===== config.mk =====
export PLATFORM = sky130hd
export DESIGN_NAME = memWriteback_flat
export DESIGN_NICKNAME = d
export VERILOG_FILES = /design/src/mipsPkg.sv /design/src/memBusIf.sv /design/src/memWriteback.sv /design/src/flat_wrapper.sv
export SDC_FILE = /design/constraint.sdc
export NUM_CORES = 1
export LEC_CHECK = 0
export ABC_AREA = 1
export ABC_CLOCK_PERIOD_IN_PS = 1450
export BUFFER_PORTS_ARGS = -buffer_cell sky130_fd_sc_hd__buf_2
export CAP_MARGIN = 30
export CORE_AREA = 2 2 74 76
export CTS_CLUSTER_DIAMETER = 60
export DETAILED_ROUTE_END_ITERATION = 10
export DIE_AREA = 0 0 76 78
export PLACE_DENSITY_LB_ADDON = 0.15
export RECOVER_POWER = 25
export SLEW_MARGIN = 20
export SYNTH_ARGS = -nofsm -noshare
export SYNTH_HDL_FRONTEND = slang
export SYNTH_SLANG_ARGS = --single-unit

===== constraint.sdc =====
create_clock -name clk -period 1.45 [get_ports clk]
set_clock_uncertainty 0.2 [all_clocks]
set_input_delay 0.435 -clock clk [delete_from_list [all_inputs] [get_ports clk]]
set_output_delay 0.435 -clock clk [all_outputs]
set_load 0.02 [all_outputs]

===== src/mipsPkg.sv =====
package mipsPkg;

        // Datapath and memory sizes
        localparam int dataW    = 32;
        localparam int regAddrW = 5;
        localparam int memAddrW = 8;
        localparam int memWords = 1 << memAddrW;
        localparam logic [dataW-1:0] resetPc = '0;

        // Primary opcodes of the supported subset
        typedef enum logic [5:0] {
                opRType = 6'h00,
                opBeq   = 6'h04,
                opBne   = 6'h05,
                opAddiu = 6'h09,
                opAndi  = 6'h0c,
                opOri   = 6'h0d,
                opLui   = 6'h0f,
                opLw    = 6'h23,
                opSw    = 6'h2b
        } opcodeT;

        // Funct field under opRType
        localparam logic [5:0] fnSll  = 6'h00;
        localparam logic [5:0] fnSrl  = 6'h02;
        localparam logic [5:0] fnAddu = 6'h21;
        localparam logic [5:0] fnSubu = 6'h23;
        localparam logic [5:0] fnAnd  = 6'h24;
        localparam logic [5:0] fnOr   = 6'h25;
        localparam logic [5:0] fnSlt  = 6'h2a;

        typedef enum logic [3:0] {
                aluAdd, aluSub, aluAnd, aluOr, aluSlt, aluSll, aluSrl, aluLui
        } aluOpT;

        //////////////////////////////
        // Pipeline payloads

        typedef struct packed {
                logic  regWrite;
                logic  memRead;
                logic  memWrite;
                logic  memToReg;
                logic  aluSrc;
                logic  branch;
                logic  branchNe;
                aluOpT aluOp;
        } ctrlT;

        // Destination already resolved from rt/rd in decode
        typedef struct packed {
                ctrlT                ctrl;
                logic [dataW-1:0]    pc;
                logic [dataW-1:0]    data1;
                logic [dataW-1:0]    data2;
                logic [dataW-1:0]    imm;
                logic [4:0]          shamt;
                logic [regAddrW-1:0] dest;
        } idExT;

        typedef struct packed {
                logic                regWrite;
                logic                memRead;
                logic                memWrite;
                logic [dataW-1:0]    result;
                logic [dataW-1:0]    storeData;
                logic [regAddrW-1:0] dest;
        } exMemT;

        typedef struct packed {
                logic                en;
                logic [regAddrW-1:0] dest;
                logic [dataW-1:0]    data;
        } wbT;

endpackage


===== src/memBusIf.sv =====
`timescale 1ns/1ns

interface memBusIf;
        import mipsPkg::*;

        // Request, held by the master until accepted
        logic                reqValid;
        logic                reqReady;
        logic [memAddrW-1:0] addr;
        logic                we;
        logic [dataW-1:0]    wdata;
        // Read data, one cycle after acceptance
        logic                rspValid;
        logic [dataW-1:0]    rdata;

        modport master (
                output reqValid, addr, we, wdata,
                input  reqReady, rspValid, rdata
        );
        modport memory (
                input  reqValid, addr, we, wdata,
                output reqReady, rspValid, rdata
        );
endinterface


===== src/memWriteback.sv =====
`timescale 1ns/1ns

module memWriteback (
        input  logic           clk,
        input  logic           rstN,
        input  logic           inValid,
        output logic           inReady,
        input  mipsPkg::exMemT inData,
        memBusIf.master        bus,
        output mipsPkg::wbT    wb
);
        import mipsPkg::*;

        logic waitQ;

        // Request goes out once, then the load waits for data
        assign bus.reqValid = inValid && (inData.memRead || inData.memWrite) && !waitQ;
        assign bus.addr     = inData.result[memAddrW+1:2];
        assign bus.we       = inData.memWrite;
        assign bus.wdata    = inData.storeData;

        always_comb begin
                if (!inValid) begin
                        inReady = 1'b1;
                end else if (inData.memRead) begin
                        inReady = waitQ && bus.rspValid;
                end else if (inData.memWrite) begin
                        inReady = bus.reqReady;
                end else begin
                        inReady = 1'b1;
                end
        end

        always_ff @(posedge clk or negedge rstN) begin
                if (!rstN) begin
                        waitQ <= 1'b0;
                end else if (bus.reqValid && bus.reqReady && !bus.we) begin
                        waitQ <= 1'b1;
                end else if (bus.rspValid) begin
                        waitQ <= 1'b0;
                end
        end

        // One write per retiring instruction
        assign wb.en   = inValid && inReady && inData.regWrite;
        assign wb.dest = inData.dest;
        assign wb.data = inData.memRead ? bus.rdata : inData.result;

endmodule


===== src/flat_wrapper.sv =====
// flat-port wrapper written by rule: the top's interface ports become plain ports
module memWriteback_flat import mipsPkg::*;
  (clk, rstN, inValid, inReady, inData, wb, bus_reqValid, bus_addr, bus_we, bus_wdata, bus_reqReady, bus_rspValid, bus_rdata);
  memBusIf bus_i ();
  input  logic clk;
  input  logic rstN;
  input  logic inValid;
  output logic inReady;
  input  mipsPkg::exMemT inData;
  output mipsPkg::wbT wb;
  output wire logic [$bits(bus_i.reqValid)-1:0] bus_reqValid;
  output wire logic [$bits(bus_i.addr)-1:0] bus_addr;
  output wire logic [$bits(bus_i.we)-1:0] bus_we;
  output wire logic [$bits(bus_i.wdata)-1:0] bus_wdata;
  input wire logic [$bits(bus_i.reqReady)-1:0] bus_reqReady;
  input wire logic [$bits(bus_i.rspValid)-1:0] bus_rspValid;
  input wire logic [$bits(bus_i.rdata)-1:0] bus_rdata;
  assign bus_reqValid = bus_i.reqValid;
  assign bus_addr = bus_i.addr;
  assign bus_we = bus_i.we;
  assign bus_wdata = bus_i.wdata;
  assign bus_i.reqReady = bus_reqReady;
  assign bus_i.rspValid = bus_rspValid;
  assign bus_i.rdata = bus_rdata;
  memWriteback u_core (.clk(clk), .rstN(rstN), .inValid(inValid), .inReady(inReady), .inData(inData), .bus(bus_i), .wb(wb));
endmodule

* Yosys cells after proc, flatten, opt, wreduce, memory -nomap -nowiden
Cells that the tools add are included.
** Cells by class
- Add/subtract/negate cells :: 0
- Multiply operators :: 0
- Divide/modulo/power cells :: 0
- $lt $le $gt $ge :: 0
- Equal/unequal tests :: 0
- Shift operators :: 0
- Mux-type cells :: 6
- Bitwise gates (word level) :: 0
- Reduce and logical (&&, ||, !) cells :: 11
** Operators with widths (count)
- $mux 32 :: 1
- $logic_and 1x1->1 :: 7
- $mux 1 :: 5
- $logic_not 1->1 :: 2
- $reduce_bool 2->1 :: 1
- $logic_or 1x1->1 :: 1
** Storage, ports and cells
- Flip-flop bits (word level) :: 1
- Bits in latches :: 0
- Bits in writable memories :: 0
- Bits in read-only memories :: 0
- Input bits :: 109
- Output and inout bits :: 81
- Logic and storage cells :: 18
- Memories :: 0

* Depth between registers and ports, before layout
- Depth in word-level cells :: 6
- Depth in mapped cells :: 5

* Worst setup path after synthesis
OpenSTA, ideal clock, no wires.
- Path kind :: input port to output port
- Start point :: input port inData[70] in the netlist's numbering
- End point :: output port wb[37] in the netlist's numbering
- Data arrival time :: 993 ps
- Required time :: 815 ps
- Slack :: -178 ps
- Stages on the path :: 5
- Cells stage by stage :: buf_6 -> inv_8 -> nand3_1 -> nand2_1 -> nor2_1
** RTL lines
- start, declared :: line flat_wrapper.sv:9 : input mipsPkg::exMemT inData;
- end, declared :: line flat_wrapper.sv:10 : output mipsPkg::wbT wb;

==> metrics.md <==
| Metric | Value |
|---|---|
| LEAKAGE | `0.00105 uW` |
| Synthesis-to-layout area growth | `96.2%` |
| Seq/Total Area, Yosys | `2.72%` |
| Overflow after GRT | `0` |
| R2R depth | `4` |
| All-Layer GR Usage | `10.3%` |
| Max FO, Critical Path | `11` |
| Slew headroom | `92.7%` |
| RR Startpoint | `u_core.waitQ` |
| Nets | `355` |
| DR pass1 iterations | `2` |
| Overall Power | `698 uW` |
| Die Wd | `76 um` |
| Post-Syn Area | `921 um^2` |
| Max reg flops | `1` |
| Gpl congestion | `0.693` |
| Core Box Area | `5040 um^2` |
| Peak VDD IR | `0.153 mV` |
| Max-Cap Viols | `0` |
| Post-synthesis average cell area | `5.42 um^2` |
| Synthesized instance count | `170` |
| Pin count of the biggest net entering global routing | `19` |
| Internal power | `365 uW` |
| Switch Pwr | `333 uW` |
| Drt total wl | `3250 um` |
| Final WS setup | `-201 ps` |
| R2R setup slack | `410 ps` |
| Worst-path clk slew | `0 ps` |
| Initial Util | `18.3%` |
| RSZ-0062 raised after global routing | `true` |
| Synth Net Count | `279` |
| Yosys reg bits | `1` |
| Status | `finished, violations left` |
| DP Worst Slack | `-371 ps` |
| Final setup viols | `35` |
| Cell Pwr Density | `386 nW/um^2` |
| DP Wirelength | `2450 um` |
| Crit end category | `output port` |
| Ys Warns | `0` |
| Hold Crit Class | `primary input to asynchronous set/reset pin` |
| First-pass GRT wire length | `5240 um` |
| Period utilization | `114%` |
| Latest clock arrival within the worst-skew pair | `0 ps` |
| Reg2reg end | `u_core.waitQ` |
| Top Registers | `u_core.waitQ x1` |
| Startpoint types | `primary input` |
| Die ar. | `5930 um^2` |
| Die Ht | `78 um` |
| Initial drt markers | `8` |
| Antenna-violating nets left | `0` |
| Fin crit period | `1650 ps` |
| Post-synth cell types | `10` |
| Buffers on Ports | `115` |
| Antenna violations before repair | `0` |
| Power share of the clock group | `0%` |
| Rows | `26` |
| Crit path kind | `primary input to output port` |
| Vias per cell | `3.80` |
| Data arrival time of the worst path | `1020 ps` |
| Vias in the first global route | `1,162` |
| Final Hold Viols | `0` |
| IO Pins | `190` |
| Largest register by flop count | `u_core.waitQ` |
| Total number of vias | `1,192` |
| Most frequent cells in the layout | `78 x buf_2, 48 x nand2_1, 38 x nand2_2, 33 x buf_6, 19 x nand2_4` |
| Commonest non-fill, non-tap cell in the layout | `buf_2` |
| Share of cells above drive strength 1 | `77.0%` |
| Worst Tran Pin Value | `109 ps` |
| Violated checks | `negative setup slack` |
| Sequential power share | `4.6%` |
| Sw frac | `47.7%` |
| Antenna Diode Count | `0` |
| Comb pwr share | `95.4%` |
| FMAX | `0.606 GHz` |
| Drc violations | `0` |
| Slew Viols, Final | `0` |
| Drt wl/cell | `10.3 um` |
| Req. time, crit path | `820 ps` |
==> kinds of logic (layout without fill, tap and decap cells) <==
family	count (synthesis)	count (layout)	share of synthesized area (%)
buffers and inverters	58	132	49.0
DFF	1	1	2.72
and+or+nand+nor	111	111	48.2
==> per-stage QoR <==
stage | cell area, um^2 | util [%] | hold WS (ps) | TNS [ps] | instances
finish | 1810 | 35.8 | 9.80 | -6190 | 314
global route | 1810 | 35.8 | 13.9 | -7610 | 314
CTS | 1770 | 35.2 | 10.5 | -6700 | 313
detailed placement | 1440 | 28.6 | 10.7 | -11000 | 311
global placement | 1440 | 28.6 | 9.23 | -10890 | 311
floorplan | 1090 | - | -60.6 | -2310 | 170
==> final cells by class <==
cell class                 instances  area (um^2)
fill                             541         3240
inverter                           5         35.0
multi-input combinational        111          677
sequential                         1         25.0
tap                               70         87.6
timing repair buffer             127          982
==> timing repair <==
action,CTS,global route
endpoints found under the setup margin,35,35
hold buffers,0,0
pin swaps,3,2
resized for setup,92,3
gates cloned,1,1
setup buffers,1,0
==> worst max-delay path: stages <==
cell and delay [ps]:
buf_12 130, inv_16 80, clkbuf_16 140, nand2_1 60, nand2_2 60, buf_6 110
==> routing by layer <==
| layer | global-route usage (%) | vias to the layer above | share of wire [%] |
|---|---|---|---|
| met4 | 3.45 | 0 | 2.4 |
| met2 | 18.4 | 70 | 49 |
| met5 | 0 | - | 0 |
| li1 | - | 606 | - |
| met3 | 1.51 | 14 | 9.5 |
| met1 | 12.7 | 502 | 39 |
==> synth_stat cells <==
library cell / n / share of area [%]
dfrtp_1: 1 / 2.7
nand2_1: 95 / 39
nand2_2: 10 / 6.8
nor2_1: 4 / 1.6
inv_8: 1 / 1.2
nand3_1: 2 / 1.1
buf_12: 1 / 2.2
inv_1: 4 / 1.6
buf_4: 48 / 39
buf_6: 4 / 4.9
==> power groups by stage <==
stage                     Sequential [uW]  Clock (uW)  Combinational [uW]
after floorplan                      33.1           0                 472
after global placement               31.5           0                 520
after detailed placement             31.5           0                 520
after CTS                            31.5           0                 663
after global routing                 32.2           0                 718
final                                31.8           0                 666
==> how the worst max path moves through the flow <==
stage | startpoint | to | slack, ps | cells past startpoint
6_report | inData[70] | wb[26] | -200 | 6
2_1_floorplan | inData[70] | wb[10] | -80 | 5
3_3_place_gp | inData[70] | inReady | -380 | 6
4_1_cts | inData[70] | wb[37] | -230 | 6
3_5_place_dp | inData[70] | inReady | -370 | 6
5_1_grt | inData[70] | wb[21] | -240 | 6
No activity file was read; power rests on OpenSTA's default activity.
