===== config.mk =====
export PLATFORM = sky130hd
export DESIGN_NAME = executeStage
export DESIGN_NICKNAME = d
export VERILOG_FILES = /design/src/mipsPkg.sv /design/src/executeStage.sv
export SDC_FILE = /design/constraint.sdc
export NUM_CORES = 1
export LEC_CHECK = 0
export BUFFER_PORTS_ARGS = -buffer_cell sky130_fd_sc_hd__buf_2
export CAP_MARGIN = 40
export CORE_ASPECT_RATIO = 1.75
export CORE_UTILIZATION = 57
export DETAILED_ROUTE_END_ITERATION = 7
export PLACE_DENSITY = 0.84
export SYNTH_ARGS = -nofsm -noshare
export SYNTH_HDL_FRONTEND = slang
export SYNTH_SLANG_ARGS = --single-unit

===== constraint.sdc =====
create_clock -name vclk -period 8.43
set_input_delay 1.2645 -clock vclk [all_inputs]
set_output_delay 1.2645 -clock vclk [all_outputs]
set_load 0.01 [all_outputs]

===== src/mipsPkg.sv =====
package mipsPkg;

        // Datapath and memory sizes
        localparam int dataW    = 32;
        localparam int regAddrW = 5;
        localparam int memAddrW = 8;
        localparam int memWords = 1 << memAddrW;
        localparam logic [dataW-1:0] resetPc = '0;

        // Primary opcodes of the supported subset
        typedef enum logic [5:0] {
                opRType = 6'h00,
                opBeq   = 6'h04,
                opBne   = 6'h05,
                opAddiu = 6'h09,
                opAndi  = 6'h0c,
                opOri   = 6'h0d,
                opLui   = 6'h0f,
                opLw    = 6'h23,
                opSw    = 6'h2b
        } opcodeT;

        // Funct field under opRType
        localparam logic [5:0] fnSll  = 6'h00;
        localparam logic [5:0] fnSrl  = 6'h02;
        localparam logic [5:0] fnAddu = 6'h21;
        localparam logic [5:0] fnSubu = 6'h23;
        localparam logic [5:0] fnAnd  = 6'h24;
        localparam logic [5:0] fnOr   = 6'h25;
        localparam logic [5:0] fnSlt  = 6'h2a;

        typedef enum logic [3:0] {
                aluAdd, aluSub, aluAnd, aluOr, aluSlt, aluSll, aluSrl, aluLui
        } aluOpT;

        //////////////////////////////
        // Pipeline payloads

        typedef struct packed {
                logic  regWrite;
                logic  memRead;
                logic  memWrite;
                logic  memToReg;
                logic  aluSrc;
                logic  branch;
                logic  branchNe;
                aluOpT aluOp;
        } ctrlT;

        // Destination already resolved from rt/rd in decode
        typedef struct packed {
                ctrlT                ctrl;
                logic [dataW-1:0]    pc;
                logic [dataW-1:0]    data1;
                logic [dataW-1:0]    data2;
                logic [dataW-1:0]    imm;
                logic [4:0]          shamt;
                logic [regAddrW-1:0] dest;
        } idExT;

        typedef struct packed {
                logic                regWrite;
                logic                memRead;
                logic                memWrite;
                logic [dataW-1:0]    result;
                logic [dataW-1:0]    storeData;
                logic [regAddrW-1:0] dest;
        } exMemT;

        typedef struct packed {
                logic                en;
                logic [regAddrW-1:0] dest;
                logic [dataW-1:0]    data;
        } wbT;

endpackage


===== src/executeStage.sv =====
`timescale 1ns/1ns

module executeStage (
        input  logic                      inValid,
        output logic                      inReady,
        input  mipsPkg::idExT             inData,
        output logic                      outValid,
        input  logic                      outReady,
        output mipsPkg::exMemT            outData,
        output logic                      redirectValid,
        output logic [mipsPkg::dataW-1:0] redirectPc
);
        import mipsPkg::*;

        logic [dataW-1:0] opB;
        logic [dataW-1:0] result;
        logic             taken;

        // Second operand is the immediate for I-type and memory ops
        assign opB = inData.ctrl.aluSrc ? inData.imm : inData.data2;

        always_comb begin
                case (inData.ctrl.aluOp)
                        aluAdd:  result = inData.data1 + opB;
                        aluSub:  result = inData.data1 - opB;
                        aluAnd:  result = inData.data1 & opB;
                        aluOr:   result = inData.data1 | opB;
                        aluSlt:  result = dataW'($signed(inData.data1) < $signed(opB));
                        aluSll:  result = inData.data2 << inData.shamt;
                        aluSrl:  result = inData.data2 >> inData.shamt;
                        aluLui:  result = {inData.imm[15:0], 16'b0};
                        default: result = inData.data1 + opB;
                endcase
        end

        // beq on equal, bne on not equal
        assign taken = inData.ctrl.branch &&
                       ((inData.data1 == inData.data2) != inData.ctrl.branchNe);

        // Only as the branch moves on, so it fires once
        assign redirectValid = inValid && outReady && taken;
        assign redirectPc    = inData.pc + 32'd4 + {inData.imm[dataW-3:0], 2'b00};

        assign outValid = inValid;
        assign inReady  = outReady;

        // Branches carry regWrite low and retire silently
        assign outData.regWrite  = inData.ctrl.regWrite;
        assign outData.memRead   = inData.ctrl.memRead;
        assign outData.memWrite  = inData.ctrl.memWrite;
        assign outData.result    = result;
        assign outData.storeData = inData.data2;
        assign outData.dest      = inData.dest;

endmodule


After elaboration in Yosys (flattened, before gate mapping)

Cells that the tools add are included.

Bitwise operators: 2
Reductions and logical operators: 3
$lt $le $gt $ge: 1
$add $sub $neg: 4
Mux-type cells: 2
Shift operators: 2
Equal/unequal tests: 9

Operators with widths:

| kind                                          | number |
|---|---|
| case mux 32 bit (7 select lines)              | 1 |
| adder 32 bit                                  | 2 |
| adder 32 x 3 -> 32 bit, second input constant | 1 |
| AND 32 bit                                    | 1 |
| == test 32 bit                                | 1 |
| less-than comparator 32 bit                   | 1 |
| 2-to-1 mux 32 bit                             | 1 |
| bitwise OR 32 bit                             | 1 |
| << shifter 32 x 5 -> 32 bit                   | 1 |
| right shift 32 x 5 -> 32 bit                  | 1 |
| subtractor 32 bit                             | 1 |
| == test 4 x 3 -> 1 bit, second input constant | 4 |
| == test 4 x 2 -> 1 bit, second input constant | 2 |
| == test 4 x 1 -> 1 bit, second input constant | 1 |
| logical AND 1 bit                             | 3 |
| != test 1 bit                                 | 1 |

Output and inout port bits: 107
Register bits: 0
Input bits: 151

Logic depth before layout (Yosys ltp)

Gate-level depths: netlist of the first run.

Word-level depth: 4
Gate-level depth with buffers: 18
Gate-level depth less buffers: 16

Least setup slack after synthesis of the first run

OpenSTA, ideal clock, no wires.

Kind: input-to-output
Start: input inData[144] (netlist bit)
End: output outData[63] (netlist bit)
Cell stages on the path: 14
Data arrival time: 5105 ps
Path slack: 2060 ps
Data required time: 7166 ps
Cells stage by stage: clkbuf_1 -> clkbuf_1 -> mux2i_1 -> ha_1 -> buf_6 -> or2_0 -> or4_1 -> a211oi_2 -> o311ai_1 -> and2_4 -> or2_4 -> a221o_1 -> a221o_1 -> a221o_1

RTL lines:

| item        | line              | RTL |
|---|---|---|
| from (decl) | executeStage.sv:6 | `input mipsPkg::idExT inData,` |
| to (decl)   | executeStage.sv:9 | `output mipsPkg::exMemT outData,` |

==> results.txt, run 1 <==
The flow ran to the end, and the final reports show no timing, DRC or antenna violations. The routed length per placed instance is 25.87 um, and the share of the synthesized area in the top cell type is 17.74%. The number of antenna violations at the first check in global routing came out at 3. During synthesis, Yosys emitted a total of 0 warnings. The logs give 5.85 ns for the arrival time of the worst setup path and 0 for the count of nets left with antenna violations after detail routing. The first detailed-routing pass took 5 iterations. The cell count after synthesis was 1607; the detail-routed via count per cell was 6.993. For the total area of sequential cells, the log shows 0 um^2. Row generation in the floorplan step produced 66 rows.

Of all cell types, the one taking the most synthesized area is sky130_fd_sc_hd__ha_1. Relative to the synthesized area, the layout overhead comes to 8.732%. The floorplan step set the die height to 184.6 um.

The logs give 50.68 mm for the wire length after detailed routing and 12.98k for the number of global-route vias before repair. The setup TNS after final layout was 0 ns; the HPWL after detailed placement was 40.02 mm. The final layout contains 2030 nets. The port buffer count was 237; the core footprint was 18660 um^2. There are 0 flip-flops and latches. The first global-routing pass estimated 74.58 mm of wire. After layout, the minimum clock period comes to 7.116 ns. Horizontal die dimension: 106.3 um.

The violation count after the first detailed-route iteration is 1664. Setup violations remaining at the end of the flow were counted as 0. The number of gates resized after cts was 0; the maximum number of pins on one net before global-route repair was 74. In this run the tightest slew margin relative to its limit is 27.93%. The most frequent cell after synthesis was sky130_fd_sc_hd__a21oi_1. The worst setup path is captured at an output pin. Counting every net in the synthesized netlist gives 1915. The worst hold path passes through 0 cells. Counting instances in the post-synthesis netlist gives the leading cell types as 174 x sky130_fd_sc_hd__a21oi_1, 154 x sky130_fd_sc_hd__ha_1, 140 x sky130_fd_sc_hd__nor2_1. The netlist area before placement is 10860 um^2, and the pin slew with the least headroom to its limit is 1.051 ns. For this run, design rule violations remaining after detail routing come to 0.

The congestion estimate from routability-driven global placement came to 1.108. STA classifies the critical path startpoint as an input port. The synthesized netlist contains 78 unique library cells. The die covers 19630 um^2. The critical path in this run is classified as input port to output pin.

The overall global routing resource usage came out at 50.42%. Of all nets on the critical path, the largest fanout is 18. In the finished layout, the clock tree contains a buffer count of 0. For this configuration, the core starts out at a cell density of 58.19%. The final count of hold timing violations was 0. In this run the worst hold path is classified as input port to output pin. Of the synthesized area, sequential elements account for 0%.

Number of ports placed on the die boundary: 258. Mean area per synthesized cell: 6.758 um^2. The logs give 13.70k for the via count and 0 for the global route total overflow. In the post-synthesis netlist, the biggest area contributors are sky130_fd_sc_hd__ha_1 18%, sky130_fd_sc_hd__a21oi_1 8.0%, sky130_fd_sc_hd__mux2i_1 7.6%, sky130_fd_sc_hd__o21ai_0 5.1%, sky130_fd_sc_hd__nor2_1 4.8%.

The max-slew violation total from the final report came out at 0. The final cycle utilization of the critical path is 84.41%, and the quantity of hold-fixing buffers added after cts is 0. Setup repair after global routing left no endpoint under its margin. The number of buffers inserted to repair setup after CTS is 0, and the share of layout cells above drive strength 1 is 18.49%. For this run, the top clock speed supported by timing is 140.5 MHz. After filler insertion, the fill cell instance count of the layout stands at 1794.

Max-cap violations in this run came to 0. For the worst setup path, the data required time is 7.17 ns.
routing by layer:
layer  part of all wire (%)  vias to the layer above  track usage, %
met5                  0.034                        -               0
met4                     11                        2           45.83
met3                     10                      317           14.60
met2                     45                      883           82.49
met1                     33                     6377           51.51
li1                       -                     6120               -
through the flow:
stage	worst slack, ns	std cells	utilization (%)	hold slack, ns	cell area [um^2]
2_1_floorplan	2.060	1607	-	2.621	10860
3_3_place_gp	1.835	1953	63.01	2.529	11760
3_5_place_dp	1.752	1954	63.15	2.529	11790
4_1_cts	1.756	1954	63.15	2.529	11790
5_1_grt	1.240	1958	63.26	2.529	11810
6_report	1.314	1959	63.27	2.529	11810
kinds of logic (layout without fill, tap and decap cells):
family	Yosys count	in the layout	synth area share, %
XOR/XNOR	67	67	5.403
AO/OA/AOI/OAI	588	588	35.29
adder cells (fa/ha/maj)	157	157	18.29
other	0	1	0
buffers and inverters	269	382	10.99
AND/OR/NAND/NOR	411	411	17.28
multiplexers	115	115	12.74
cell type report:
type	instances	area, um^2	area share (%)
Antenna cell	1	2.502	0.02119
Tap cell	238	297.8	2.522
Inverter	122	457.9	3.878
Timing Repair Buffer	260	1371	11.61
Multi-Input combinational cell	1338	9679	81.97
critical path, cell delays in order:
cell	delay, ns
sky130_fd_sc_hd__buf_2	0.42
sky130_fd_sc_hd__buf_4	0.45
sky130_fd_sc_hd__mux2i_1	0.37
sky130_fd_sc_hd__ha_1	0.40
sky130_fd_sc_hd__inv_1	0.26
sky130_fd_sc_hd__nand2_1	0.13
sky130_fd_sc_hd__a211oi_2	0.28
sky130_fd_sc_hd__o311ai_1	0.23
sky130_fd_sc_hd__and2_4	0.22
sky130_fd_sc_hd__or2_4	0.25
sky130_fd_sc_hd__a211oi_2	0.32
sky130_fd_sc_hd__nor2_1	0.14
sky130_fd_sc_hd__o21ai_1	0.67
sky130_fd_sc_hd__a21oi_1	0.24
sky130_fd_sc_hd__buf_2	0.20
layout by cell type, fill, tap and decap left out, drive strengths merged, types with 11 or more instances in the layout:
cell type / Yosys / routed
a211oi: 38 / 38
a21o: 36 / 36
a21oi: 174 / 174
a221o: 12 / 12
a221oi: 20 / 20
a22oi: 15 / 15
a31oi: 17 / 17
buf: 73 / 260
ha: 154 / 154
inv: 122 / 122
mux2: 16 / 16
mux2i: 82 / 82
mux4: 17 / 17
nand2: 124 / 124
nand2b: 20 / 20
nand3: 27 / 27
nor2: 140 / 140
nor2b: 11 / 11
nor3: 22 / 22
nor4: 13 / 13
o211ai: 28 / 28
o21ai: 114 / 114
o21bai: 20 / 20
o221ai: 14 / 14
o22ai: 13 / 13
o31ai: 13 / 13
xnor2: 25 / 25
xor2: 42 / 42
worst paths after layout:
kind | startpoint | slack (ns) | endpoint
min | inData[1] | 2.53 | outData[1]
max | inData[144] | 1.31 | outData[37]
==> run 2, diff against run 1 <==
--- a/config.mk
+++ b/config.mk
@@ -5,12 +5,13 @@
 export SDC_FILE = /design/constraint.sdc
 export NUM_CORES = 1
 export LEC_CHECK = 0
+export ABC_AREA = 1
 export BUFFER_PORTS_ARGS = -buffer_cell sky130_fd_sc_hd__buf_2
 export CAP_MARGIN = 40
 export CORE_ASPECT_RATIO = 1.75
-export CORE_UTILIZATION = 57
+export CORE_UTILIZATION = 53
 export DETAILED_ROUTE_END_ITERATION = 7
-export PLACE_DENSITY = 0.84
+export PLACE_DENSITY = 0.81
 export SYNTH_ARGS = -nofsm -noshare
 export SYNTH_HDL_FRONTEND = slang
 export SYNTH_SLANG_ARGS = --single-unit
==> constraint.sdc (replaced) <==
create_clock -name vclk -period 6
set_input_delay 0.9 -clock vclk [all_inputs]
set_output_delay 0.9 -clock vclk [all_outputs]
set_load 0.01 [all_outputs]
==> run 2 against run 1 <==
  * Synthesized area rose by 15%
  * Largest cell class unchanged
  * Design area rose by 14%
  * Critical path type unchanged
  * Global-route usage fell by 1.2 points
  * Sequential share of layout area did not move
  * Via count rose by 28%
  * First-iteration DRC count rose by 9.9%
==> results.txt, run 2 <==
The flow ran to the end, and the final reports show no timing, DRC or antenna violations. For the number of global-route vias before repair, the log shows 16.40k. The die is 118.2 um wide.

The logs give 57.70% for the utilization after layout and 45.19% for the worst slew margin relative to its limit. After clock tree synthesis, the setup repair step added 0 buffers. In the global route stage, overall resource usage came out at 49.24%. The critical path goes through buf_2 > buf_4 > o21ai_0 > ha_1 > nand2_1 > nor2_1 > inv_1 > nor2_1 > nand4_1 > nand3_1 > nand2_1 > inv_1 > nor2_1 > a21oi_1 > buf_2. Endpoint class of the critical path: an output pin.

The most frequent cell after synthesis is sky130_fd_sc_hd__nand2_1. The maximum fanout count along the critical path is 37. Compared with the post-synthesis result, the final layout area differs by 7.127%. Gates resized during post-CTS repair numbered 0. The critical path is of the input port to output pin type. Ranked by total cell area, the synthesized netlist is headed by sky130_fd_sc_hd__nand2_1 20%, sky130_fd_sc_hd__ha_1 15%, sky130_fd_sc_hd__nand3_1 14%, sky130_fd_sc_hd__inv_1 11%, sky130_fd_sc_hd__nor2_1 6.3%. The first global-routing pass estimated 90.91 mm of wire.

After layout, the worst setup slack is 0.9059 ns. The pre-CTS setup slack was 1.071 ns; the number of buffer and inverter stages on the critical path was 5. 258 I/O pins were placed.

The initial core utilization came out at 53.87%. The count of warnings emitted by yosys came out at 0. The final layout contains 2860 nets. Max-cap violations in this run came to 0. The HPWL after detailed placement is 50.70 mm, and the floorplan die height is 205.3 um.

The worst path in the final design needs a cycle of 5.094 ns, including I/O delays and setup. The pin slew with the least headroom to its limit works out to 0.8221 ns. Routability-driven placement finished with a final weighted congestion of 1.091.

The sequential cells in the finished layout cover a total of 0 um^2. The share of the synthesized area in the top cell type came out at 19.91%. The count of nets left with antenna violations after detail routing is 0, and the via count is 17.52k. The region available for standard cell placement spans 23240 um^2.

Post-route DRC violation count: 0. Setup repair after global routing left no endpoint under its margin. Sorting the synthesized cells by how often they occur yields 664 x sky130_fd_sc_hd__nand2_1, 357 x sky130_fd_sc_hd__inv_1, 357 x sky130_fd_sc_hd__nand3_1. The tools report the maximum number of pins on one net before global-route repair as 76.

The worst setup path is launched from an input port. For the wire length after detailed routing, the log shows 61.20 mm. The quantity of hold-fixing buffers added after cts was 0. Endpoint required time on the critical path: 5.10 ns. Clock buffers in the final layout number 0. The area enclosed by the die boundary was 24260 um^2.

The arrival time of the worst setup path is 4.19 ns. The count of distinct cell types in the synthesized netlist is 49, and the total number of placement rows is 74. The iteration count of the initial detailed-routing pass is 8, and the final count of hold timing violations is 0. The tools report the max-slew violation total from the final report as 0. In the layout the commonest cells are 664 x sky130_fd_sc_hd__nand2_1, 357 x sky130_fd_sc_hd__inv_1, 357 x sky130_fd_sc_hd__nand3_1.

The detailed router finished its first iteration with 1828 violations. Setup violations remaining at the end of the flow were counted as 0. In the final routed layout, each cell accounts on average for 21.41 um.

The number of antenna violations at the first check in global routing is 3, and the global route total overflow is 0. Maximum frequency from static timing analysis: 196.3 MHz. For the netlist area before placement, the log shows 12520 um^2. The tightest min-delay check is of the input port to output pin type. The most common cell after layout, fill and taps aside was sky130_fd_sc_hd__nand2_1. After routing, the total negative slack on setup checks comes to 0 ns.

A synthesized cell averages 5.133 um^2. Summed over all instances, the cell type with the most area after synthesis is sky130_fd_sc_hd__nand2_1. The count of filler cells inserted in the layout is 2607. Cell with the biggest individual delay on the critical path: sky130_fd_sc_hd__ha_1. The port buffer count was 237. The final cycle utilization of the critical path was 84.90%; the synthesized netlist net count was 2747. Broken down by cell family, the worst path's largest delay share belongs to buffers and inverters. Detail-routed via count per cell: 6.131. The total number of sequential cells is 0. The cell count after synthesis came out at 2439.

The most numerous cell type found on the critical path is sky130_fd_sc_hd__nor2_1. The largest stage delay on the critical path works out to 0.59 ns. Cells with a size suffix above 1 make up 11.18% of the layout. The register area share after synthesis is 0%.
## run 2: cell types whose count changed in the layout (fill, tap and decap cells not counted), moves of 16 or more
cell | before | now
sky130_fd_sc_hd__nand2b_1 | 20 | 1
sky130_fd_sc_hd__mux2_2 | 16 | 0
sky130_fd_sc_hd__nand3_1 | 27 | 357
sky130_fd_sc_hd__a21o_1 | 36 | 1
sky130_fd_sc_hd__o21ai_0 | 110 | 136
sky130_fd_sc_hd__a211oi_1 | 36 | 4
sky130_fd_sc_hd__mux4_2 | 17 | 0
sky130_fd_sc_hd__a21oi_1 | 174 | 153
sky130_fd_sc_hd__mux2i_1 | 82 | 0
sky130_fd_sc_hd__a221oi_1 | 20 | 1
sky130_fd_sc_hd__nor2_1 | 139 | 210
sky130_fd_sc_hd__nand4_1 | 7 | 44
sky130_fd_sc_hd__inv_1 | 118 | 357
sky130_fd_sc_hd__nand2_1 | 124 | 664
## run 2: stage by stage
| step | instance area [um^2] | hold WS (ns) | instances |
|---|---|---|---|
| after floorplan | 12520 | 1.892 | 2439 |
| after global placement | 13330 | 1.800 | 2848 |
| after detailed placement | 13400 | 1.800 | 2853 |
| after CTS | 13400 | 1.800 | 2853 |
| after global routing | 13410 | 1.800 | 2856 |
| final | 13410 | 1.800 | 2858 |
## run 2: cell families (layout without fill, tap and decap cells)
| logic type | after synthesis | in the layout | synth area share, % |
|---|---|---|---|
| buf+inv | 506 | 617 | 17.47 |
| other cells | 0 | 4 | 0 |
| compound gates | 368 | 368 | 16.33 |
| simple gates | 1349 | 1349 | 46.20 |
| fa+ha+maj | 157 | 157 | 15.87 |
| xor+xnor | 59 | 59 | 4.128 |
## run 2: path summary, 6_finish.rpt
| path | from | endpoint | slack [ns] | cells after the start |
|---|---|---|---|---|
| worst max-delay path | inData[144] | outData[57] | 0.91 | 15 |
| worst min-delay path | inData[1] | outData[1] | 1.80 | 0 |
## run 2: area by class of cell
class / instances / area [um^2] / share of cell area [%]
multi-input combinational: 1933 / 10330 / 77.04
inverter: 366 / 1374 / 10.24
timing repair buffer: 251 / 1315 / 9.806
tap: 304 / 380.4 / 2.836
antenna: 4 / 10.01 / 0.07464
## run 2: routing by layer
metal  vias to the layer above  track usage [%]  wire length, um
li1                       8112                -                -
met1                      7869            50.21            20230
met2                      1138            83.13            28280
met3                       403            9.008             5212
met4                         0            50.05             7472
met5                         -                0                0
