--- config.mk ---
export PLATFORM = sky130hd
export DESIGN_NAME = decodeStage
export DESIGN_NICKNAME = d
export VERILOG_FILES = /design/src/mipsPkg.sv /design/src/decodeStage.sv
export SDC_FILE = /design/constraint.sdc
export NUM_CORES = 1
export LEC_CHECK = 0
export CAP_MARGIN = 10
export CORE_MARGIN = 1.5
export CORE_UTILIZATION = 50
export CTS_BUF_LIST = sky130_fd_sc_hd__clkbuf_4
export DETAILED_ROUTE_END_ITERATION = 6
export DONT_BUFFER_PORTS = 1
export HOLD_SLACK_MARGIN = 0.12
export SYNTH_ARGS = -nofsm -noshare
export SYNTH_HDL_FRONTEND = slang
export SYNTH_SLANG_ARGS = --single-unit
--- constraint.sdc ---
create_clock -name clk -period 5.3 [get_ports clk]
set_input_delay 0.795 -clock clk [delete_from_list [all_inputs] [get_ports clk]]
set_output_delay 0.795 -clock clk [all_outputs]
set_load 0.01 [all_outputs]
--- src/mipsPkg.sv ---
package mipsPkg;

        // Datapath and memory sizes
        localparam int dataW    = 32;
        localparam int regAddrW = 5;
        localparam int memAddrW = 8;
        localparam int memWords = 1 << memAddrW;
        localparam logic [dataW-1:0] resetPc = '0;

        // Primary opcodes of the supported subset
        typedef enum logic [5:0] {
                opRType = 6'h00,
                opBeq   = 6'h04,
                opBne   = 6'h05,
                opAddiu = 6'h09,
                opAndi  = 6'h0c,
                opOri   = 6'h0d,
                opLui   = 6'h0f,
                opLw    = 6'h23,
                opSw    = 6'h2b
        } opcodeT;

        // Funct field under opRType
        localparam logic [5:0] fnSll  = 6'h00;
        localparam logic [5:0] fnSrl  = 6'h02;
        localparam logic [5:0] fnAddu = 6'h21;
        localparam logic [5:0] fnSubu = 6'h23;
        localparam logic [5:0] fnAnd  = 6'h24;
        localparam logic [5:0] fnOr   = 6'h25;
        localparam logic [5:0] fnSlt  = 6'h2a;

        typedef enum logic [3:0] {
                aluAdd, aluSub, aluAnd, aluOr, aluSlt, aluSll, aluSrl, aluLui
        } aluOpT;

        //////////////////////////////
        // Pipeline payloads

        typedef struct packed {
                logic  regWrite;
                logic  memRead;
                logic  memWrite;
                logic  memToReg;
                logic  aluSrc;
                logic  branch;
                logic  branchNe;
                aluOpT aluOp;
        } ctrlT;

        // Destination already resolved from rt/rd in decode
        typedef struct packed {
                ctrlT                ctrl;
                logic [dataW-1:0]    pc;
                logic [dataW-1:0]    data1;
                logic [dataW-1:0]    data2;
                logic [dataW-1:0]    imm;
                logic [4:0]          shamt;
                logic [regAddrW-1:0] dest;
        } idExT;

        typedef struct packed {
                logic                regWrite;
                logic                memRead;
                logic                memWrite;
                logic [dataW-1:0]    result;
                logic [dataW-1:0]    storeData;
                logic [regAddrW-1:0] dest;
        } exMemT;

        typedef struct packed {
                logic                en;
                logic [regAddrW-1:0] dest;
                logic [dataW-1:0]    data;
        } wbT;

endpackage

--- src/decodeStage.sv ---
`timescale 1ns/1ns

module decodeStage (
        input  logic                      clk,
        input  logic                      rstN,
        input  logic                      instrValid,
        output logic                      instrReady,
        input  logic [mipsPkg::dataW-1:0] instr,
        input  logic [mipsPkg::dataW-1:0] pc,
        input  logic                      redirectValid,
        output logic                      issueValid,
        input  logic                      issueReady,
        output mipsPkg::idExT             issueData,
        input  mipsPkg::wbT               wb
);
        import mipsPkg::*;

        localparam int numRegs = 1 << regAddrW;

        logic [5:0]          opcode;
        logic [5:0]          funct;
        logic [regAddrW-1:0] rs;
        logic [regAddrW-1:0] rt;
        logic [regAddrW-1:0] rd;
        logic [regAddrW-1:0] dest;
        logic                zeroExt;
        logic                stall;
        logic                issueFire;
        ctrlT                ctrl;
        logic [dataW-1:0]    regs [numRegs];
        logic [dataW-1:0]    rdData1;
        logic [dataW-1:0]    rdData2;
        logic [numRegs-1:0]  busyQ;
        logic [numRegs-1:0]  busyNow;
        logic [numRegs-1:0]  setMask;
        logic [numRegs-1:0]  clrMask;

        assign opcode = instr[31:26];
        assign rs     = instr[25:21];
        assign rt     = instr[20:16];
        assign rd     = instr[15:11];
        assign funct  = instr[5:0];

        //////////////////////////////
        // Control decode

        always_comb begin
                ctrl    = '0;
                zeroExt = 1'b0;
                case (opcode)
                        opRType: begin
                                ctrl.regWrite = 1'b1;
                                case (funct)
                                        fnAddu:  ctrl.aluOp = aluAdd;
                                        fnSubu:  ctrl.aluOp = aluSub;
                                        fnAnd:   ctrl.aluOp = aluAnd;
                                        fnOr:    ctrl.aluOp = aluOr;
                                        fnSlt:   ctrl.aluOp = aluSlt;
                                        fnSll:   ctrl.aluOp = aluSll;
                                        fnSrl:   ctrl.aluOp = aluSrl;
                                        default: ctrl.regWrite = 1'b0;
                                endcase
                        end
                        opAddiu, opAndi, opOri, opLui: begin
                                ctrl.regWrite = 1'b1;
                                ctrl.aluSrc   = 1'b1;
                                zeroExt       = (opcode == opAndi) || (opcode == opOri);
                                if (opcode == opAndi) begin
                                        ctrl.aluOp = aluAnd;
                                end else if (opcode == opOri) begin
                                        ctrl.aluOp = aluOr;
                                end else if (opcode == opLui) begin
                                        ctrl.aluOp = aluLui;
                                end
                        end
                        opLw: begin
                                ctrl.regWrite = 1'b1;
                                ctrl.memRead  = 1'b1;
                                ctrl.memToReg = 1'b1;
                                ctrl.aluSrc   = 1'b1;
                        end
                        opSw: begin
                                ctrl.memWrite = 1'b1;
                                ctrl.aluSrc   = 1'b1;
                        end
                        opBeq, opBne: begin
                                ctrl.branch   = 1'b1;
                                ctrl.branchNe = (opcode == opBne);
                        end
                        // Unknown opcodes retire as bubbles
                        default: ctrl = '0;
                endcase
        end

        // rd for R-type, rt otherwise, zero when nothing is written
        assign dest = !ctrl.regWrite ? '0 : (opcode == opRType) ? rd : rt;

        //////////////////////////////
        // Register file

        // Read side sees a same-cycle writeback
        always_comb begin
                rdData1 = regs[rs];
                rdData2 = regs[rt];
                if (wb.en && wb.dest == rs) begin
                        rdData1 = wb.data;
                end
                if (wb.en && wb.dest == rt) begin
                        rdData2 = wb.data;
                end
                // Register 0 always reads zero
                if (rs == '0) begin
                        rdData1 = '0;
                end
                if (rt == '0) begin
                        rdData2 = '0;
                end
        end

        always_ff @(posedge clk) begin
                if (wb.en && wb.dest != '0) begin
                        regs[wb.dest] <= wb.data;
                end
        end

        //////////////////////////////
        // Scoreboard and issue

        always_comb begin
                setMask = '0;
                clrMask = '0;
                if (wb.en) begin
                        clrMask[wb.dest] = 1'b1;
                end
                if (issueFire && dest != '0) begin
                        setMask[dest] = 1'b1;
                end
        end

        // Writeback this cycle already frees its register
        assign busyNow = busyQ & ~clrMask;
        assign stall   = busyNow[rs] || busyNow[rt] || busyNow[dest];

        always_ff @(posedge clk or negedge rstN) begin
                if (!rstN) begin
                        busyQ <= '0;
                end else begin
                        busyQ <= busyNow | setMask;
                end
        end

        // Nothing issues behind a resolving branch
        assign issueValid = instrValid && !stall && !redirectValid;
        assign instrReady = issueReady && !stall && !redirectValid;
        assign issueFire  = issueValid && issueReady;

        assign issueData.ctrl  = ctrl;
        assign issueData.pc    = pc;
        assign issueData.data1 = rdData1;
        assign issueData.data2 = rdData2;
        assign issueData.imm   = zeroExt ? {16'b0, instr[15:0]} : {{16{instr[15]}}, instr[15:0]};
        assign issueData.shamt = instr[10:6];
        assign issueData.dest  = dest;

endmodule

* Word-level counts from Yosys, hierarchy flattened
Memories as Yosys holds them, arrays and structs flattened.
Cells that the tools add are included.
W data, S select, Z words.
** Cells by class
- Equal/unequal tests :: 16
- Magnitude comparators :: 6
- Reduce and logical (&&, ||, !) cells :: 27
- Mux-type cells :: 33
- Bitwise operators :: 3
** Operator list (number)
- $mux W32 :: 7
- $eq A6 B6 Y1 const B :: 7
- $and A32 B32 Y32 :: 1
- $not A32 Y32 :: 1
- $or A32 B32 Y32 :: 1
- $eq A6 B4 Y1 const B :: 4
- $lt A5 B6 Y1 const B :: 4
- $pmux W3 S6 :: 1
- $bmux W1 S5 :: 3
- $eq A6 B3 Y1 const B :: 2
- $logic_not A6 Y1 :: 2
- $mux W1 :: 12
- $logic_and A1 B1 Y1 :: 11
- $demux W1 S5 :: 2
- $eq A5 B5 Y1 :: 2
- $ge A5 B1 Y1 const B :: 2
- $logic_not A5 Y1 :: 2
- $mux W5 :: 2
- $reduce_bool A5 Y1 :: 2
- $mux W4 :: 2
- $pmux W4 S2 :: 1
- $reduce_or A7 Y1 :: 1
- $eq A6 B2 Y1 const B :: 1
- $reduce_or A6 Y1 :: 1
- other kinds (8) :: 11
** Storage, ports and cells
- Memory bits (writable) :: 1024
- Input bits :: 107
- Memories kept :: 1
- Bits in registers :: 32
** Memories
- regs :: depth 32, bits a word 32, read ports 2, clocked after Yosys merged registers in 0, wr ports 1, line decodeStage.sv:30 : logic [dataW-1:0] regs [numRegs];

* Logic depth before layout (Yosys ltp)
Gate-level depths: netlist (run 1).
- Depth after elaboration :: 18
- Gate-level depth with buffers :: 12
- Depth with buffers taken out :: 10

* Worst setup path before layout (run 1)
Ideal clock, no wire load.
- Path type :: input-to-output
- Start :: input port wb[35] (netlist bit)
- End :: output port instrReady
- Arrival :: 4.445 ns
- Stages on the path :: 11
- Required time :: 4.505 ns
- Slack :: 0.060 ns
- Cell sequence :: buf_4 or4b_4 buf_6 nor2_1 nor2b_1 o211ai_1 a32o_1 o311ai_1 nor3_2 nand4_4 nor4bb_1
** On the way
- Word-level cells in the longest chain between the ends :: 14
- Elaborated cells on any way between the ends :: 19
- Those cells by class :: order compare: 2; mux: 9; bitwise: 2; reduce/logical: 6
** RTL lines
- start, declared :: line decodeStage.sv:14 : input mipsPkg::wbT wb
- $lt A5 B6 Y1 (not written as such) / $ge A5 B1 Y1 (equally long branches) :: line decodeStage.sv:133 : clrMask[wb.dest] = 1'b1;
- $logic_and A1 B1 Y1 (not written as such) :: line decodeStage.sv:133
- $mux W1 (not written as such) :: line decodeStage.sv:133
- $demux W1 S5 * :: line decodeStage.sv:133
- $mux W32 * :: line decodeStage.sv:132 : if (wb.en) begin
- $not A32 Y32 * :: line decodeStage.sv:141 : assign busyNow = busyQ & ~clrMask;
- $and A32 B32 Y32 * :: line decodeStage.sv:141
- $bmux W1 S5 :: line decodeStage.sv:142 : assign stall = busyNow[rs] || busyNow[rt] || busyNow[dest];
- $mux W1 (not written as such) :: line decodeStage.sv:142
- $logic_or A1 B1 Y1 :: line decodeStage.sv:142
- $logic_or A1 B1 Y1 * :: line decodeStage.sv:142
- $logic_not A1 Y1 * :: line decodeStage.sv:154 : assign instrReady = issueReady && !stall && !redirectValid;
- $logic_and A1 B1 Y1 * (2 in series) :: line decodeStage.sv:154
- end, declared :: line decodeStage.sv:7 : output logic instrReady,
Mark *: on every way between the ends. The rest lies on a longest branch, timed or not. The select of a mux whose other input is x is not followed.

* Final worst setup path (run 1)
- Start :: input port wb[37] (netlist bit)
- End :: output port instrReady
** On the way
- Word-level cells in the longest chain between the ends :: 10
- Elaborated cells on any way between the ends :: 14
- Those cells by class :: mux: 7; bitwise: 2; reduce/logical: 5
** RTL lines (line)
- $mux W32 * :: decodeStage.sv:132
- $not A32 Y32 * :: decodeStage.sv:141
- $and A32 B32 Y32 * :: decodeStage.sv:141
- $bmux W1 S5 :: decodeStage.sv:142
- $mux W1 (not written as such) :: decodeStage.sv:142
- $logic_or A1 B1 Y1 :: decodeStage.sv:142
- $logic_or A1 B1 Y1 * :: decodeStage.sv:142
- $logic_not A1 Y1 * :: decodeStage.sv:154
- $logic_and A1 B1 Y1 * (2 in series) :: decodeStage.sv:154
Marked as above.

==> flow_metrics.env, run 1 <==
export IMPL_clk_path_buf_depth=4
export IMPL_status="complete, no violations"
export IMPL_rsz0062_at_grt="false"
export IMPL_synth_seq_area_share_pct=61.7
export IMPL_critical_path_startpoint="wb[37]"
export IMPL_worstMarginPinSlew_ns=1.20
export IMPL_globalplace_congestion=0.870
export IMPL_report_final_slew_viol_count=0
export IMPL_synthDistinctLibCells=76
export IMPL_die_area_um2=104000
export IMPL_total_power_w=0.0178
export IMPL_drt_wl_total_um=156000
export IMPL_clkTransAtPathRegs_ns=0.06
export IMPL_fmax_mhz=195
export IMPL_crit_required_ns=4.51
export IMPL_final_nets=2870
export IMPL_cp_buffers_inverters=4
export IMPL_drive_gt1_share_pct=40.5
export IMPL_cts_tree="built"
export IMPL_grt_max_degree=273
export IMPL_arrival_ns=4.34
export IMPL_hp_class="in -> reg"
export IMPL_synth_avg_cell_area_um2=19.7
export IMPL_dpl_cell_count=3779
export IMPL_critPathTopFamily="buffers and inverters"
export IMPL_synth_edf_count=1024
export IMPL_area_growth_pct=10.2
export IMPL_start_util_pct=50.4
export IMPL_maxCapViolCount=0
export IMPL_viasPerCell=6.80
export IMPL_crit_path_max_fanout=8
export IMPL_fin_area_um2=56400
export IMPL_clk_latency_ns=1.14
export IMPL_slowest_delay_ns=0.64
export IMPL_setup_tns_ns=0
export IMPL_drcViolationCount=0
export IMPL_post_route_min_period_ns=5.13
export IMPL_slew_headroom_pct=19.6
export IMPL_skew_ns=0.0574
export IMPL_finalHoldViolCount=0
export IMPL_route_antenna_remaining_nets=0
export IMPL_pin_count=258
export IMPL_antenna_found_initial=3
export IMPL_place_area_um2=52400
export IMPL_die_width_um=323
export IMPL_grt_usage_pct=30.4
export IMPL_stdcell_count=4320
export IMPL_numCtsBuffers=302
export IMPL_rows=117
export IMPL_cp_end_kind="primary output"
export IMPL_h_tree_depth=5
export IMPL_critPathSlowestCell="dlygate4sd3_1"
export IMPL_die_height_um=323
export IMPL_ys_warn_count=0
export IMPL_criticalPathCategory="in -> out"
export IMPL_core_area_um2=102000
export IMPL_postCtsSetupRepairBufs=0
export IMPL_drt_iter0_markers=3268
export IMPL_grt_pass1_wl_um=221000
export IMPL_finalCritPeriodShare_pct=96.9
export IMPL_netlist_area_um2=51200
export IMPL_final_common_cell="edfxtp_1"
export IMPL_cts_root_buf="clkbuf_4"
export IMPL_synthCells=2594
export IMPL_whs_ns=0.259
export IMPL_first_pass_iters=5
export IMPL_wl_per_cell_um=36.1
export IMPL_synth_ff_type="edfxtp_1"
export IMPL_ir_drop_mv=0.187
export IMPL_port_buffers=0
export IMPL_hp_start="wb[37]"
export IMPL_p_per_area_nw_per_um2=315
export IMPL_synth_seq_cells=1056
export IMPL_crit_chain="dlygate4sd3_1 -> nand4bb_1 -> dlygate4sd3_1 -> buf_4 -> o21ai_1 -> mux4_2 -> nor4_1 -> a31oi_1 -> nand4_1 -> nor3_2 -> nand4_4 -> nor4bb_1 -> buf_4"
export IMPL_num_vias=29400
export IMPL_place_hpwl_um=78100
export IMPL_grt_pass1_vias=30900
export IMPL_ys_async_sr_fraction_pct=3.03
export IMPL_clkSinkCount=1056
export IMPL_setup_violations=0
export IMPL_leakagePower_nw=18.0
export IMPL_overflow=0
export IMPL_r2r_start="busyQ[8]"
export IMPL_cp_start_kind="input port"
export IMPL_layout_common_cells="1024 x edfxtp_1, 624 x mux4_2, 422 x clkbuf_4"
-- final timing paths --
check	slack [ns]	cells after the start	end
worst max-delay path	0.17	13	instrReady
worst max register to register	2.40	10	busyQ[1]
max in group asynchronous	4.29	4	busyQ[27]
worst min register to register	0.53	2	busyQ[22]
worst min-delay path	0.26	3	busyQ[5]
min in group asynchronous	0.75	4	busyQ[0]
-- per-stage QoR --
stage	util (%)	setup WS, ns
floorplan	-	0.0602
global placement	51.6	0.923
detailed placement	51.6	0.910
CTS	55.5	0.107
global route	55.5	0.0678
finish	55.5	0.166
-- per-layer routing --
metal	track usage (%)	vias up	part of all wire, %
li1	-	11700	-
met1	40.9	15800	38
met2	49.1	1655	49
met3	6.96	279	9.0
met4	10.8	0	3.0
met5	0	-	0
-- power breakdown --
part / internal [W] / switching (W)
Clock: 0.00378 / 0.00333
Sequential: 0.00928 / 0.0000476
Combinational: 0.000721 / 0.000631
Total: 0.0138 / 0.00401
-- cells by family after synthesis --
kind of cell	count (synthesis)	synth area share (%)
AOI/OAI and AO/OA	258	3.52
xor gates and xnor gates	10	0.171
adders and majority gates	1	0.0196
buffers and inverters	291	2.81
DFF	1056	61.7
muxes	715	29.3
other	1	0.00733
and+or+nand+nor	262	2.56
-- Yosys cell counts (all sizes together), types with 5 or more instances --
cell | count | share of area, %
edfxtp | 1024 | 60
mux4 | 624 | 27
buf | 172 | 1.9
nor2 | 128 | 0.95
clkbuf | 108 | 0.79
a211oi | 90 | 1.3
mux2i | 87 | 1.7
o21ai | 50 | 0.53
a21oi | 32 | 0.32
dfrtp | 32 | 1.6
o31ai | 32 | 0.47
nand2 | 25 | 0.19
nor2b | 24 | 0.29
nand3 | 17 | 0.17
nor3 | 15 | 0.16
inv | 10 | 0.073
o21a | 10 | 0.15
xor2 | 8 | 0.14
nand2b | 7 | 0.086
o22ai | 7 | 0.086
nor4 | 6 | 0.086
nand3b | 5 | 0.073
nand4b | 5 | 0.086
o211ai | 5 | 0.083
-- what timing repair did --
action / CTS / global route
hold buffers: 48 / 0
endpoints found under the setup margin: 0 / 2
hold endpoints to repair: 1081 / 0
gates resized for setup: 0 / 3
-- registers in the layout, indices dropped and copies added, names as in the netlist --
register / flops
regs: 1024
busyQ: 32
-- worst reg2reg max path, stage by stage, from the launching register on --
cell and delay (ns):
dfrtp_1 0.37, o21ai_1 0.20, mux4_2 0.29, nor4_1 0.05
a31oi_1 0.21, nand4_1 0.20, nor3_2 0.26, nand4_4 0.13
buf_4 0.27, o31ai_1 0.27, dlygate4sd3_1 0.58
-- final cells by class --
class / count / area [um2]
well taps: 1368 / 1710
clock inverters: 67 / 343
repair buffers: 113 / 1010
fillers: 8001 / 45200
clock buffers: 422 / 3170
multi-input cells: 1279 / 18600
flip-flops and latches: 1056 / 31600
inverters: 11 / 43.8
diodes: 4 / 10.0
Note: power is estimated with default switching activity, not from simulation.
==> inputs of run 2 (changes only) <==
--- a/config.mk
+++ b/config.mk
@@ -7,7 +7,7 @@
 export LEC_CHECK = 0
 export CAP_MARGIN = 10
 export CORE_MARGIN = 1.5
-export CORE_UTILIZATION = 50
+export CORE_UTILIZATION = 40
 export CTS_BUF_LIST = sky130_fd_sc_hd__clkbuf_4
 export DETAILED_ROUTE_END_ITERATION = 6
 export DONT_BUFFER_PORTS = 1
==> run 2 against run 1 <==
Net effect:
- the run now ends with slew limit left
- design area grew 0.58%
- critical path type unchanged
- sequential share of layout area is 0.32 points lower
- clock power is 2% lower
- largest cell class unchanged
- highest routed layer is now met5
- global-route usage down 6.2 points
- final cell count is 6.7% higher
- register-to-register slack got worse by 0.03 ns
==> flow_metrics.env, run 2 (synthesis gave the netlist of run 1 again) <==
export IMPL_grt_usage_pct=24.2
export IMPL_postLayoutCoreUtil_pct=44.6
export IMPL_clk_path_buf_depth=4
export IMPL_ir_drop_mv=0.236
export IMPL_layout_common_cells="1024 x edfxtp_1, 624 x mux4_2, 412 x clkbuf_4"
export IMPL_cp_start_kind="input port"
export IMPL_globalplace_congestion=0.857
export IMPL_die_height_um=361
export IMPL_setup_violations=0
export IMPL_dp_slack_ns=0.880
export IMPL_num_vias=29600
export IMPL_die_area_um2=130000
export IMPL_maxCapViolCount=0
export IMPL_numCtsBuffers=293
export IMPL_die_width_um=361
export IMPL_first_pass_iters=5
export IMPL_area_growth_pct=10.9
export IMPL_start_util_pct=40.2
export IMPL_drt_iter0_markers=3258
export IMPL_grt_pass1_wl_um=224000
export IMPL_pin_count=258
export IMPL_viasPerCell=6.42
export IMPL_port_buffers=0
export IMPL_clkTransAtPathRegs_ns=0.05
export IMPL_largest_reg_flops=1024
export IMPL_antenna_found_initial=6
export IMPL_cts_resized=0
export IMPL_final_nets=2869
export IMPL_worstMarginPinSlew_ns=1.67
export IMPL_grt_busiest_layer="met2"
export IMPL_drcViolationCount=0
export IMPL_overflow=0
export IMPL_rsz0062_at_grt="false"
export IMPL_arrival_ns=4.29
export IMPL_max_flop_register="regs"
export IMPL_met2_usage_pct=39.4
export IMPL_grt_pass1_vias=31000
export IMPL_setup_ws_ns=0.215
export IMPL_route_antenna_remaining_nets=0
export IMPL_largest_registers="regs (1024), busyQ (32)"
export IMPL_wl_per_cell_um=34.3
export IMPL_criticalPathCategory="in -> out"
export IMPL_leakagePower_nw=17.9
export IMPL_failed_checks="slew limit"
export IMPL_drive_gt1_share_pct=40.1
export IMPL_status="complete, but fails checks"
export IMPL_clk_latency_ns=1.19
export IMPL_rows=131
export IMPL_finalHoldViolCount=0
export IMPL_post_route_min_period_ns=5.09
export IMPL_core_area_um2=127000
export IMPL_setup_tns_ns=0
export IMPL_crit_path_max_fanout=32
export IMPL_hp_class="in -> reg"
export IMPL_grt_util_met1_pct=31.4
export IMPL_skew_ns=0.0206
export IMPL_cts_root_buf="clkbuf_4"
export IMPL_final_common_cell="edfxtp_1"
export IMPL_h_tree_depth=5
export IMPL_fmax_mhz=197
export IMPL_grt_util_met3_pct=6.35
export IMPL_place_hpwl_um=81100
export IMPL_p_per_area_nw_per_um2=311
export IMPL_cp_end_kind="primary output"
export IMPL_cts_tree="built"
export IMPL_crit_required_ns=4.51
export IMPL_drt_wl_total_um=158000
export IMPL_report_final_slew_viol_count=68
export IMPL_slew_headroom_pct=-11.3
export IMPL_finalCritPeriodShare_pct=95.9
export IMPL_grt_max_degree=273
export IMPL_clkSinkCount=1056
run 2: layout make-up:
cell class	instances	area (um2)
fillers	10900	70400
clock inverters	61	299
inverters	11	43.8
repair buffers	121	1080
diodes	7	17.5
well taps	1662	2080
clock buffers	412	3090
multi-input cells	1279	18600
flip-flops and latches	1056	31600
run 2: report_power, final:
| group | switching, W | internal (W) | total (W) |
|---|---|---|---|
| clock network | 0.00332 | 0.00365 | 0.00697 |
| logic | 0.000640 | 0.000733 | 0.00137 |
| registers | 0.0000481 | 0.00928 | 0.00933 |
| total | 0.00401 | 0.0137 | 0.0177 |
run 2: worst paths after layout:
kind / from / endpoint / slack [ns] / cells past startpoint
min reg2reg: busyQ[17] / busyQ[17] / 0.55 / 2
max in group asynchronous: rstN / busyQ[10] / 4.41 / 4
max: wb[36] / issueValid / 0.21 / 13
min: instr[14] / busyQ[14] / 0.25 / 4
min in group asynchronous: rstN / busyQ[3] / 0.67 / 4
max reg2reg: busyQ[8] / busyQ[2] / 2.37 / 10
run 2: critical path, cell delays in order:
cell	delay, ns
dlygate4sd3_1	0.67
nand4b_1	0.12
dlygate4sd3_1	0.57
buf_4	0.20
o21ai_0	0.45
mux4_2	0.33
nor3_1	0.05
nor2_1	0.11
nand4_1	0.15
nor3_2	0.20
nand4_4	0.14
buf_4	0.27
nor2_1	0.24
run 2: repair_timing:
item / CTS / global route
setup buffers: 0 / 0
hold endpoints to repair: 1095 / 0
hold buffers: 52 / 0
run 2: per-stage QoR:
stage          hold slack, ns  instances  area [um2]  total power [W]
3_5_place_dp            0.500       4077       52800           0.0107
4_1_cts                 0.123       4602       56700           0.0178
6_report                0.249       4609       56700           0.0177
3_3_place_gp            0.500       4076       52800           0.0107
5_1_grt                 0.186       4607       56700           0.0184
2_1_floorplan           0.472       2626       51300           0.0107
run 2: per-layer routing:
metal  up-vias  wire, um
li1      11700         -
met4         2      4770
met5         -        12
met3       284     14500
met1     16000     60500
met2      1682     78400
